## src/source/rvIsaPkg.sv

```systemverilog
// ISA-level widths and encodings for the RV32I datapath, imported by every RTL module
`default_nettype none

package rvIsaPkg;

    // data and address width
    localparam int unsigned XLEN = 32;
    // register index width from the instruction fields
    localparam int unsigned REG_ADDR_W = 5;

    typedef logic [XLEN-1:0] word_t;
    typedef logic [REG_ADDR_W-1:0] regAddr_t;

    // sequential fetch increment
    localparam word_t PC_STEP = 32'd4;

    // encoded as {funct7[5], funct3}
    typedef enum logic [3:0] {
        aluAdd  = 4'b0000,
        aluSub  = 4'b1000,
        aluSll  = 4'b0001,
        aluSlt  = 4'b0010,
        aluSltu = 4'b0011,
        aluXor  = 4'b0100,
        aluSrl  = 4'b0101,
        aluSra  = 4'b1101,
        aluOr   = 4'b0110,
        aluAnd  = 4'b0111
    } aluOp_t;

    // B-type funct3
    typedef enum logic [2:0] {
        brEq  = 3'b000,
        brNe  = 3'b001,
        brLt  = 3'b100,
        brGe  = 3'b101,
        brLtu = 3'b110,
        brGeu = 3'b111
    } branchCond_t;

    // immediate layout of the instruction
    // immIl covers loads and JALR, immI the OP-IMM group with shift forms
    typedef enum logic [2:0] {
        immIl = 3'd0,
        immI  = 3'd1,
        immS  = 3'd2,
        immB  = 3'd3,
        immU  = 3'd4,
        immJ  = 3'd5
    } immType_t;

endpackage

`default_nettype wire

```

## src/source/dpCtrlPkg.sv

```systemverilog
// Datapath control word that the external decoder presents to the core each cycle
`default_nettype none

package dpCtrlPkg;

    import rvIsaPkg::*;

    // register writeback source
    typedef enum logic [1:0] {
        wbAlu   = 2'd0,
        wbMem   = 2'd1,
        wbImm   = 2'd2,
        wbPcRel = 2'd3
    } wbSel_t;

    typedef struct packed {
        logic        regWrite;
        aluOp_t      aluOp;
        branchCond_t branchCond;
        immType_t    immType;
        // second ALU operand from immediate instead of rs2
        logic        aluSrcImm;
        wbSel_t      wbSel;
        // B-type
        logic        branch;
        // JAL and JALR, also picks pc+4 as link value
        logic        jump;
        // JALR only, target from ALU
        logic        jumpReg;
    } dpControl_t;

endpackage

`default_nettype wire

```

## src/source/pcControl.sv

```systemverilog
// Program counter with next-PC selection and the PC-relative sum used for AUIPC and links
`default_nettype none
`timescale 1ns/10ps

module pcControl
    import rvIsaPkg::*, dpCtrlPkg::*;
#(
    parameter word_t RESET_PC = '0
) (
    input  wire logic       clk,
    input  wire logic       reset,
    input  dpControl_t      ctrl,
    input  word_t           immExt,
    input  word_t           aluResult,
    input  wire logic       branchTaken,
    output word_t           pc,
    output word_t           pcRel
);

    word_t pcPlusStep;
    word_t pcPlusImm;
    word_t pcNext;

    assign pcPlusStep = pc + PC_STEP;
    assign pcPlusImm  = pc + immExt;

    // JALR wins, then taken branch or JAL, else fall through
    always_comb begin
        if (ctrl.jumpReg) begin
            pcNext = aluResult;
        end else if (ctrl.jump || (ctrl.branch && branchTaken)) begin
            pcNext = pcPlusImm;
        end else begin
            pcNext = pcPlusStep;
        end
    end

    // link address for jumps, AUIPC sum otherwise
    assign pcRel = ctrl.jump ? pcPlusStep : pcPlusImm;

    always_ff @(posedge clk or posedge reset) begin
        if (reset) begin
            pc <= RESET_PC;
        end else begin
            pc <= pcNext;
        end
    end

    // decoder must never raise jumpReg alone
    assert property (@(posedge clk) disable iff (reset) ctrl.jumpReg |-> ctrl.jump);

    // pc only moves at the edge, to the value selected in the previous cycle
    assert property (@(posedge clk) disable iff (reset)
        !$past(reset) |-> pc == $past(pcNext));

endmodule

`default_nettype wire

```

## src/source/registerFile.sv

```systemverilog
// Integer register file with two combinational reads and one clocked write port
`default_nettype none
`timescale 1ns/10ps

module registerFile
    import rvIsaPkg::*;
#(
    parameter int NUM_REGS = 32
) (
    input  wire logic clk,
    input  wire logic reset,
    input  wire logic writeEnable,
    input  regAddr_t  readAddr1,
    input  regAddr_t  readAddr2,
    input  regAddr_t  writeAddr,
    input  word_t     writeData,
    output word_t     readData1,
    output word_t     readData2
);

    // 16 entries drop the top index bit (RV32E)
    localparam int IDX_W = $clog2(NUM_REGS);

    logic [IDX_W-1:0] readIdx1;
    logic [IDX_W-1:0] readIdx2;
    logic [IDX_W-1:0] writeIdx;

    word_t regs [NUM_REGS];

    assign readIdx1 = readAddr1[IDX_W-1:0];
    assign readIdx2 = readAddr2[IDX_W-1:0];
    assign writeIdx = writeAddr[IDX_W-1:0];

    // entry 0 is never written, so it keeps its reset value of zero
    always_ff @(posedge clk or posedge reset) begin
        if (reset) begin
            for (int i = 0; i < NUM_REGS; i++) begin
                regs[i] <= '0;
            end
        end else if (writeEnable && (writeIdx != '0)) begin
            regs[writeIdx] <= writeData;
        end
    end

    // plain array reads, no bypass from the write port
    assign readData1 = regs[readIdx1];
    assign readData2 = regs[readIdx2];

    // x0 holds zero across any history of writes
    assert property (@(posedge clk) disable iff (reset)
        ((readIdx1 == '0) |-> (readData1 == '0)) and
        ((readIdx2 == '0) |-> (readData2 == '0)));

endmodule

`default_nettype wire

```

## src/source/alu.sv

```systemverilog
// Integer ALU with operand select and the branch comparator for conditional branches
`default_nettype none
`timescale 1ns/10ps

module alu
    import rvIsaPkg::*;
(
    input  word_t       rs1Value,
    input  word_t       rs2Value,
    input  word_t       immExt,
    input  wire logic   aluSrcImm,
    input  aluOp_t      aluOp,
    input  branchCond_t branchCond,
    output word_t       result,
    output logic        branchTaken
);

    word_t      operandB;
    logic [4:0] shamt;

    // I-type and stores use the immediate
    assign operandB = aluSrcImm ? immExt : rs2Value;
    // RV32 shifts look at five bits only
    assign shamt    = operandB[4:0];

    always_comb begin
        case (aluOp)
            aluAdd: begin
                result = rs1Value + operandB;
            end
            aluSub: begin
                result = rs1Value - operandB;
            end
            aluSll: begin
                result = rs1Value << shamt;
            end
            aluSlt: begin
                result = ($signed(rs1Value) < $signed(operandB)) ? word_t'(1) : '0;
            end
            aluSltu: begin
                result = (rs1Value < operandB) ? word_t'(1) : '0;
            end
            aluXor: begin
                result = rs1Value ^ operandB;
            end
            aluSrl: begin
                result = rs1Value >> shamt;
            end
            // arithmetic shift keeps the sign bit
            aluSra: begin
                result = word_t'($signed(rs1Value) >>> shamt);
            end
            aluOr: begin
                result = rs1Value | operandB;
            end
            aluAnd: begin
                result = rs1Value & operandB;
            end
            default: begin
                result = '0;
            end
        endcase
    end

    // compares the two registers, whatever the operand select says
    always_comb begin
        case (branchCond)
            brEq:    branchTaken = (rs1Value == rs2Value);
            brNe:    branchTaken = (rs1Value != rs2Value);
            brLt:    branchTaken = ($signed(rs1Value) < $signed(rs2Value));
            brGe:    branchTaken = ($signed(rs1Value) >= $signed(rs2Value));
            brLtu:   branchTaken = (rs1Value < rs2Value);
            brGeu:   branchTaken = (rs1Value >= rs2Value);
            default: branchTaken = 1'b0;
        endcase
    end

endmodule

`default_nettype wire

```

## src/source/immExtend.sv

```systemverilog
// Immediate extraction and sign extension from the upper instruction bits per format
`default_nettype none
`timescale 1ns/10ps

module immExtend
    import rvIsaPkg::*;
(
    input  wire logic [31:7] instrBits,
    input  immType_t         immType,
    output word_t            immExt
);

    logic [2:0] funct3;
    logic       signBit;
    logic       isShift;

    assign funct3  = instrBits[14:12];
    assign signBit = instrBits[31];
    // SLLI, SRLI and SRAI carry a shift amount, not a 12-bit value
    assign isShift = (funct3 == 3'b001) || (funct3 == 3'b101);

    always_comb begin
        case (immType)
            // loads and JALR
            immIl: begin
                immExt = {{21{signBit}}, instrBits[30:20]};
            end
            immI: begin
                if (isShift) begin
                    // funct7 bits must not leak into the amount
                    immExt = {27'b0, instrBits[24:20]};
                end else begin
                    immExt = {{21{signBit}}, instrBits[30:20]};
                end
            end
            // split across rd and funct7 slots
            immS: begin
                immExt = {{21{signBit}}, instrBits[30:25], instrBits[11:7]};
            end
            immB: begin
                immExt = {{20{signBit}}, instrBits[7], instrBits[30:25],
                          instrBits[11:8], 1'b0};
            end
            // LUI and AUIPC, low twelve bits zero
            immU: begin
                immExt = {instrBits[31:12], 12'b0};
            end
            immJ: begin
                immExt = {{12{signBit}}, instrBits[19:12], instrBits[20],
                          instrBits[30:21], 1'b0};
            end
            default: begin
                immExt = '0;
            end
        endcase
    end

endmodule

`default_nettype wire

```

## src/source/riscvDataPath.sv

```systemverilog
// Single-cycle RV32I datapath top, driven by an external decoder and combinational memories
`default_nettype none
`timescale 1ns/10ps

module riscvDataPath
    import rvIsaPkg::*, dpCtrlPkg::*;
#(
    parameter word_t RESET_PC = '0,
    parameter int    NUM_REGS = 32
) (
    input  wire logic clk,
    input  wire logic reset,
    input  word_t     machineCode,
    input  dpControl_t ctrl,
    input  word_t     dataMemRData,
    output word_t     instrMemRAddr,
    output word_t     dataMemRAddr,
    output word_t     dataMemWData
);

    regAddr_t rs1;
    regAddr_t rs2;
    regAddr_t rd;

    word_t rs1Value;
    word_t rs2Value;
    word_t immExt;
    word_t aluResult;
    word_t pcRel;
    word_t writeBack;
    logic  branchTaken;

    // fixed RV32I field positions
    assign rs1 = machineCode[19:15];
    assign rs2 = machineCode[24:20];
    assign rd  = machineCode[11:7];

    pcControl #(
        .RESET_PC(RESET_PC)
    ) uPcControl (
        .clk        (clk),
        .reset      (reset),
        .ctrl       (ctrl),
        .immExt     (immExt),
        .aluResult  (aluResult),
        .branchTaken(branchTaken),
        .pc         (instrMemRAddr),
        .pcRel      (pcRel)
    );

    registerFile #(
        .NUM_REGS(NUM_REGS)
    ) uRegisterFile (
        .clk        (clk),
        .reset      (reset),
        .writeEnable(ctrl.regWrite),
        .readAddr1  (rs1),
        .readAddr2  (rs2),
        .writeAddr  (rd),
        .writeData  (writeBack),
        .readData1  (rs1Value),
        .readData2  (rs2Value)
    );

    alu uAlu (
        .rs1Value   (rs1Value),
        .rs2Value   (rs2Value),
        .immExt     (immExt),
        .aluSrcImm  (ctrl.aluSrcImm),
        .aluOp      (ctrl.aluOp),
        .branchCond (ctrl.branchCond),
        .result     (aluResult),
        .branchTaken(branchTaken)
    );

    // opcode bits are not needed by the extender
    immExtend uImmExtend (
        .instrBits(machineCode[31:7]),
        .immType  (ctrl.immType),
        .immExt   (immExt)
    );

    // word-only loads, memory data goes in unchanged
    always_comb begin
        case (ctrl.wbSel)
            wbAlu:   writeBack = aluResult;
            wbMem:   writeBack = dataMemRData;
            wbImm:   writeBack = immExt;
            wbPcRel: writeBack = pcRel;
            default: writeBack = aluResult;
        endcase
    end

    // effective address for loads and stores, rs2 is the store word
    assign dataMemRAddr = aluResult;
    assign dataMemWData = rs2Value;

    // decoder hands the ALU only defined operations
    assert property (@(posedge clk) disable iff (reset)
        ctrl.aluOp inside {aluAdd, aluSub, aluSll, aluSlt, aluSltu,
                           aluXor, aluSrl, aluSra, aluOr, aluAnd});

endmodule

`default_nettype wire

```

## config.mk

```make
export PLATFORM = sky130hd
export DESIGN_NAME = riscvDataPath
export DESIGN_NICKNAME = d
export VERILOG_FILES = /design/src/source/rvIsaPkg.sv /design/src/source/dpCtrlPkg.sv /design/src/source/pcControl.sv /design/src/source/registerFile.sv /design/src/source/alu.sv /design/src/source/immExtend.sv /design/src/source/riscvDataPath.sv
export SDC_FILE = /design/constraint.sdc
export NUM_CORES = 2
export LEC_CHECK = 0
export BUFFER_PORTS_ARGS = -buffer_cell sky130_fd_sc_hd__buf_2
export CAP_MARGIN = 20
export CELL_PAD_IN_SITES_DETAIL_PLACEMENT = 1
export CELL_PAD_IN_SITES_GLOBAL_PLACEMENT = 1
export CORE_ASPECT_RATIO = 1.75
export CORE_MARGIN = 4
export CORE_UTILIZATION = 45
export DETAILED_ROUTE_END_ITERATION = 12
export PLACE_DENSITY = 0.81
export SETUP_SLACK_MARGIN = 0.05
export SLEW_MARGIN = 10
export SYNTH_ARGS = -nofsm -noshare
export SYNTH_HDL_FRONTEND = slang
export SYNTH_SLANG_ARGS = --single-unit
```

## constraint.sdc

```tcl
create_clock -name clk -period 56.1 [get_ports clk]
set_input_delay 2.805 -clock clk [delete_from_list [all_inputs] [get_ports clk]]
set_output_delay 2.805 -clock clk [all_outputs]
set_load 0.01 [all_outputs]
```

Word-level counts from Yosys, hierarchy flattened:

Index checks and enable logic that the tools add are counted.

* add/subtract/negate cells: 4
* order comparisons: 10
* eq/ne operators: 26
* shift operators: 3
* multiplexer cells: 20
* bitwise gates (word level): 6
* reductions and logical operators: 10

Operator list (number)
* 1024-bit bitwise mux: 1
* 32-bit binary-select mux with 5-bit select: 2
* 32-bit two-way mux: 10
* 32-bit case mux with 10 select lines: 1
* 32-bit case mux with 6 select lines: 1
* 32-bit demux with 5-bit select: 1
* 32-bit less-than comparator: 4
* 32-bit case mux with 4 select lines: 1
* 32-bit adder: 2
* 32-bit greater-or-equal comparator: 2
* 32-bit by 3-bit adder with 32-bit output, second input constant: 1
* 32-bit AND: 1
* 32-bit equality test: 1
* 32-bit != test: 1
* 32-bit bitwise OR: 1
* 32-bit by 5-bit << shifter with 32-bit output: 1
* 32-bit by 5-bit right shift with 32-bit output: 1
* 32-bit by 5-bit >>> shifter with 32-bit output: 1
* 32-bit subtractor: 1
* 32-bit bitwise XOR: 1
* 3-bit equality test, second input constant: 7
* 6-bit greater-or-equal comparator, second input constant: 3
* 5-bit NOT with 6-bit output: 3
* 4-bit by 3-bit equality test with 1-bit output, second input constant: 4
* 16 further kinds: 27

* bits in registers: 1056
* logic and storage cells: 112

Logic depth before layout (Yosys ltp):

* depth after elaboration: 10
* mapped depth: 29

Modules after synthesis:

A second synthesis with hierarchy kept.

* cell total of the unflattened synthesis: 6901
* area total of the unflattened synthesis: 71917.7 µm²

Modules (own cells, without submodules)
* registerFile: instances 1, cells each 4602, area each 55939.9 µm²
* alu: instances 1, cells each 1640, area each 10645.2 µm²
* pcControl: instances 1, cells each 555, area each 4112.7 µm²
* riscvDataPath: instances 1, cells each 39, area each 814.5 µm²
* immExtend: instances 1, cells each 65, area each 405.4 µm²

Worst setup path after synthesis:

OpenSTA, ideal clock, no wires.

* kind: input to output
* start point: in machineCode[20]
* end point: out dataMemRAddr[30]
* arrival time: 8537 ps
* slack: 44758 ps
* stages: 24
* buffers on the path: 8
* cells stage by stage: buf_6 > buf_6 > buf_6 > buf_6 > clkbuf_1 > buf_1 > clkbuf_1 > mux4_2 > mux4_2 > mux2_2 > inv_1 > a21boi_0 > ha_1 > clkbuf_1 > o21a_1 > o21ai_0 > a21oi_1 > a2111o_1 > o21ai_0 > a21oi_1 > o211a_1 > nand2b_1 > o41a_1 > o21ai_1

* longest elaborated chain between the ends: 7
* elaborated cells between the ends (all ways): 16

Ends and longest elaborated chain
* start: declaration: line riscvDataPath.sv:13 `input word_t machineCode,`
* 5-bit NOT with 6-bit output (not written as such) *: line registerFile.sv:47 `assign readData2 = regs[readIdx2];`
* 32-bit binary-select mux with 5-bit select *: line registerFile.sv:47
* 32-bit two-way mux (not written as such) * (2 in series): line registerFile.sv:47
* net dataMemWData[14]: line riscvDataPath.sv:18 `output word_t dataMemWData`
* 32-bit two-way mux *: line alu.sv:22 `assign operandB = aluSrcImm ? immExt : rs2Value;`
* 32-bit subtractor or 32-bit adder (tied branches): line alu.sv:32, alu.sv:29
* 32-bit case mux with 10 select lines *: line alu.sv:27 `case (aluOp)`
* end: declaration: line riscvDataPath.sv:17 `output word_t dataMemRAddr,`

The timed path passes the listed nets; every way through them passes the cells marked *. The select of a mux whose other input is x is not followed.

Final worst setup path:

* start point: in machineCode[20]
* end point: out dataMemRAddr[29]

* longest elaborated chain between the ends: 7
* elaborated cells between the ends (all ways): 16

Ends and longest elaborated chain
* 5-bit NOT with 6-bit output (not written as such): line registerFile.sv:47
* 32-bit binary-select mux with 5-bit select: line registerFile.sv:47
* 32-bit two-way mux (not written as such) (2 in series): line registerFile.sv:47
* 32-bit two-way mux *: line alu.sv:22
* 32-bit subtractor, or another cell as far along: line alu.sv:32 `result = rs1Value - operandB;`
* 32-bit case mux with 10 select lines *: line alu.sv:27

Every way passes the cells marked *; elsewhere a longest branch is shown, timed or not. The select of a mux whose other input is x is not followed.

==> impl_results.md <==
- Outcome: finished, final reports clean
- Clock Pin Slew Worst Setup and Hold Paths: ~70 ps
- Clk pwr share: 24.2%
- Yosys warnings: 0
- Die Wd: between 300 and 400 µm
- Layout area overhead: 9.493%
- GRT overflow: 0
- HPWL after DPL: 248800 µm
- Cell mode on critical path: buf_4
- Tcrit/Tclk final: approximately 28%
- Max Buffers Root-to-Sink: 3
- Highest clock rate: 0.06376 GHz
- Sw Share: ~40%
- PostCTS Resize Cnt: 0
- Clock Sinks: 1056
- Power Density: 39.58 nW/µm²
- Critical Path Max Stage Delay: 980 ps
- I/O pin cnt: 179
- Setup TNS Final: 0 ps
- Tightest Hold Check Type: reg2reg
- P_int: 1.773 mW
- Power, Total: 3.014 mW
- Final #Nets: 7228
- Skew final: 59.62 ps
- Root buf cell: clkbuf_16
- Dpl cells: 8880
- Final Hold Fails: 0
- First-pass GRT wire length: 499500 µm
- Port buffer count: 171
- Final cell count without fillers: 9106
- CP Class: in2out
- Dominant cell type by area after synthesis: dfrtp_1
- CTS tree: yes
- Die area: 161200 µm²
- Cell Rows: 190
- Final worst setup slack: 40420 ps
- Final min period: around 16000 ps
- CTS Buf Count: 99
- Worst-margin pin slew: 1318 ps
- WL final: 353600 µm
- Lkg Pwr: 33.70 nW
- Most used DFF post-synth: dfrtp_1
- Initial cell density of the core: 45.36%
- Net switching power: approximately 1.2 mW
- Worst-Skew Late Latency: 760 ps
- Iter 0 DRT Violations: 6601
- Pins Over Slew Limit: 0
- Antenna-violating nets left: 0
- Vias in the first global route: 68342
- Most frequent cells in the layout: 1056 x dfrtp_1, 943 x nand2_1, 761 x o21ai_0
- DRC: 0
- GP Congestion: 1.059
- Sequential cell area fraction in the yosys report: 37.99%
- H-tree lvl count: 3
- Vias per cell: a little over 7
- Syn nets: approximately 7400
- Critical path buffers and inverters: 8
- Chip Height: 528.1 µm
- WL/cell: slightly below 40 µm
- Critical-path top delay cell: a2111oi_1
- Commonest non-fill, non-tap cell in the layout: dfrtp_1
- MaxCap Viol Count: 0
- Post-synth EDFFs: 0
- Reg power frac: 37.4%
- Crit path max-delay family: buffers and inverters
- Vias: ~65000
- Post-synth ARST share: 100.0%
- Initial antenna violation count: 36
- Overall routing resource usage: 42.96%
- Hold_ws: between 400 and 500 ps
- Crit path max fanout: 58
- Synth Register Bits: ~1100
- Combinational Power Share: about two fifths
- Setup violations, final: 0
- RSZ-0062 raised after global routing: false
- Post CTS Setup Buffer Count: 0
- CP Cell Sequence: buf_8 -> buf_4 -> buf_4 -> mux2i_1 -> a22oi_1 -> a21oi_1 -> or4_4 -> o21ai_4 -> buf_4 -> inv_4 -> buf_4 -> ha_1 -> nor2_1 -> o31ai_1 -> a211oi_1 -> o211ai_1 -> nand4bb_1 -> nand4_1 -> o211ai_1 -> mux2_2 -> a2111oi_1 -> buf_4 -> o21ai_1 -> buf_2
- Hold_buf cts: 0
- 1st-pass router iterations: 8
- Mapped Avg Cell Area: a little under 10 µm²
- CP Data Required Time: 53300 ps
- Pin count of the biggest net entering global routing: 123
- Worst VDD drop: 29.64 µV
- Max-slew headroom: 12.14%
- Synth top area cells: dfrtp_1 38%, mux4_2 11%, mux2i_1 8.3%
- Synthesized area: 69550 µm²
- Crit path capture type: output pin
- Dpl ws: ~41000 ps
- WP data arrival: 12880 ps
- Share of layout cells above drive strength 1: 19.82%
- Synth unique cells: slightly above 100
- Core Area: 153300 µm²
- Cells after synthesis: between 7000 and 8000
- Area share of the largest cell type after synthesis: 37.99%
- CP startpoint kind: input port
cell families (layout without fill, tap and decap cells):
group           count (synthesis)  after routing  synth area share, %
buf+inv                       853            797                5.123
other cells                     0             33                    0
mux                          1231           1231                24.52
simple gates                 1811           1811                11.29
flops                        1056           1056                37.99
fa+ha+maj                     172            172                3.126
compound gates               1913           1913                16.97
xor+xnor                       77             77               0.9696
synthesized netlist by cell type (all sizes together), types with 11 or more instances:
| master | n |
|---|---|
| nand2 | 974 |
| or2 | 15 |
| and3 | 25 |
| o211ai | 57 |
| a211oi | 67 |
| nand4 | 43 |
| and4 | 11 |
| a31oi | 57 |
| buf | 196 |
| a2111oi | 12 |
| and2 | 29 |
| o31ai | 23 |
| nor3 | 63 |
| or3 | 11 |
| nand3 | 120 |
| ha | 169 |
| a22oi | 206 |
| o22ai | 49 |
| o21ai | 784 |
| a211o | 13 |
| o221ai | 26 |
| nor2b | 35 |
| mux4 | 347 |
| nor2 | 391 |
| nand2b | 30 |
| xor2 | 28 |
| o211a | 13 |
| mux2 | 304 |
| a21o | 36 |
| a21oi | 355 |
| xnor2 | 49 |
| inv | 187 |
| a21boi | 34 |
| o21a | 20 |
| mux2i | 580 |
| nor4 | 20 |
| dfrtp | 1056 |
| clkbuf | 467 |
| a221oi | 21 |
worst paths after layout:
kind,from,endpoint,slack (ps),cells past startpoint
min in group asynchronous,reset,uRegisterFile.regs[983]$_DFFE_PP0P_,2140,2
max in group asynchronous,reset,uRegisterFile.regs[534]$_DFFE_PP0P_,49130,7
max,machineCode[20],dataMemRAddr[29],40420,24
max reg2reg,uRegisterFile.regs[801]$_DFFE_PP0P_,uRegisterFile.regs[445]$_DFFE_PP0P_,47030,23
min reg2reg,uRegisterFile.regs[1004]$_DFFE_PP0P_,uRegisterFile.regs[1004]$_DFFE_PP0P_,400,0
min,uRegisterFile.regs[1004]$_DFFE_PP0P_,uRegisterFile.regs[1004]$_DFFE_PP0P_,400,0
state kept, by name (all words and copies together), names as in the netlist:
name                count
uPcControl.pc          32
uRegisterFile.regs   1024
routing by layer:
layer  share of wire, %  global-route usage, %  wire (µm)  vias to the layer above
met1                 31                  43.35     110800                    32809
met4                 14                  47.63      50250                       16
met5              0.027                      0         95                        -
met3                8.3                  10.84      29460                     1906
met2                 46                  68.70     163000                     4240
li1                   -                      -          -                    25818
area by class of cell:
| type | count | area [µm²] |
|---|---|---|
| fill | 16878 | 77180 |
| clock buffer | 139 | 2868 |
| timing repair buffer | 422 | 2970 |
| inverter | 190 | 724.4 |
| tap | 2016 | 2522 |
| multi-input combinational | 5204 | 39980 |
| clock inverter | 46 | 588.1 |
| sequential | 1056 | 26430 |
| antenna | 33 | 82.58 |
metrics by stage:
step	util (%)	cell area [µm²]
finish	49.67	76160
CTS	49.49	75880
floorplan	-	69550
global placement	47.18	72350
global route	49.62	76080
detailed placement	47.23	72420
power groups by stage:
stage               Combinational (mW)  Clock, mW  Sequential (mW)
global placement                  1.06          0             1.10
detailed placement                1.10          0             1.12
floorplan                        0.707          0             1.07
finish                            1.16      0.729             1.13
global route                      1.22      0.764             1.14
CTS                               1.12      0.730             1.12
(Power assumes the default switching activity.)
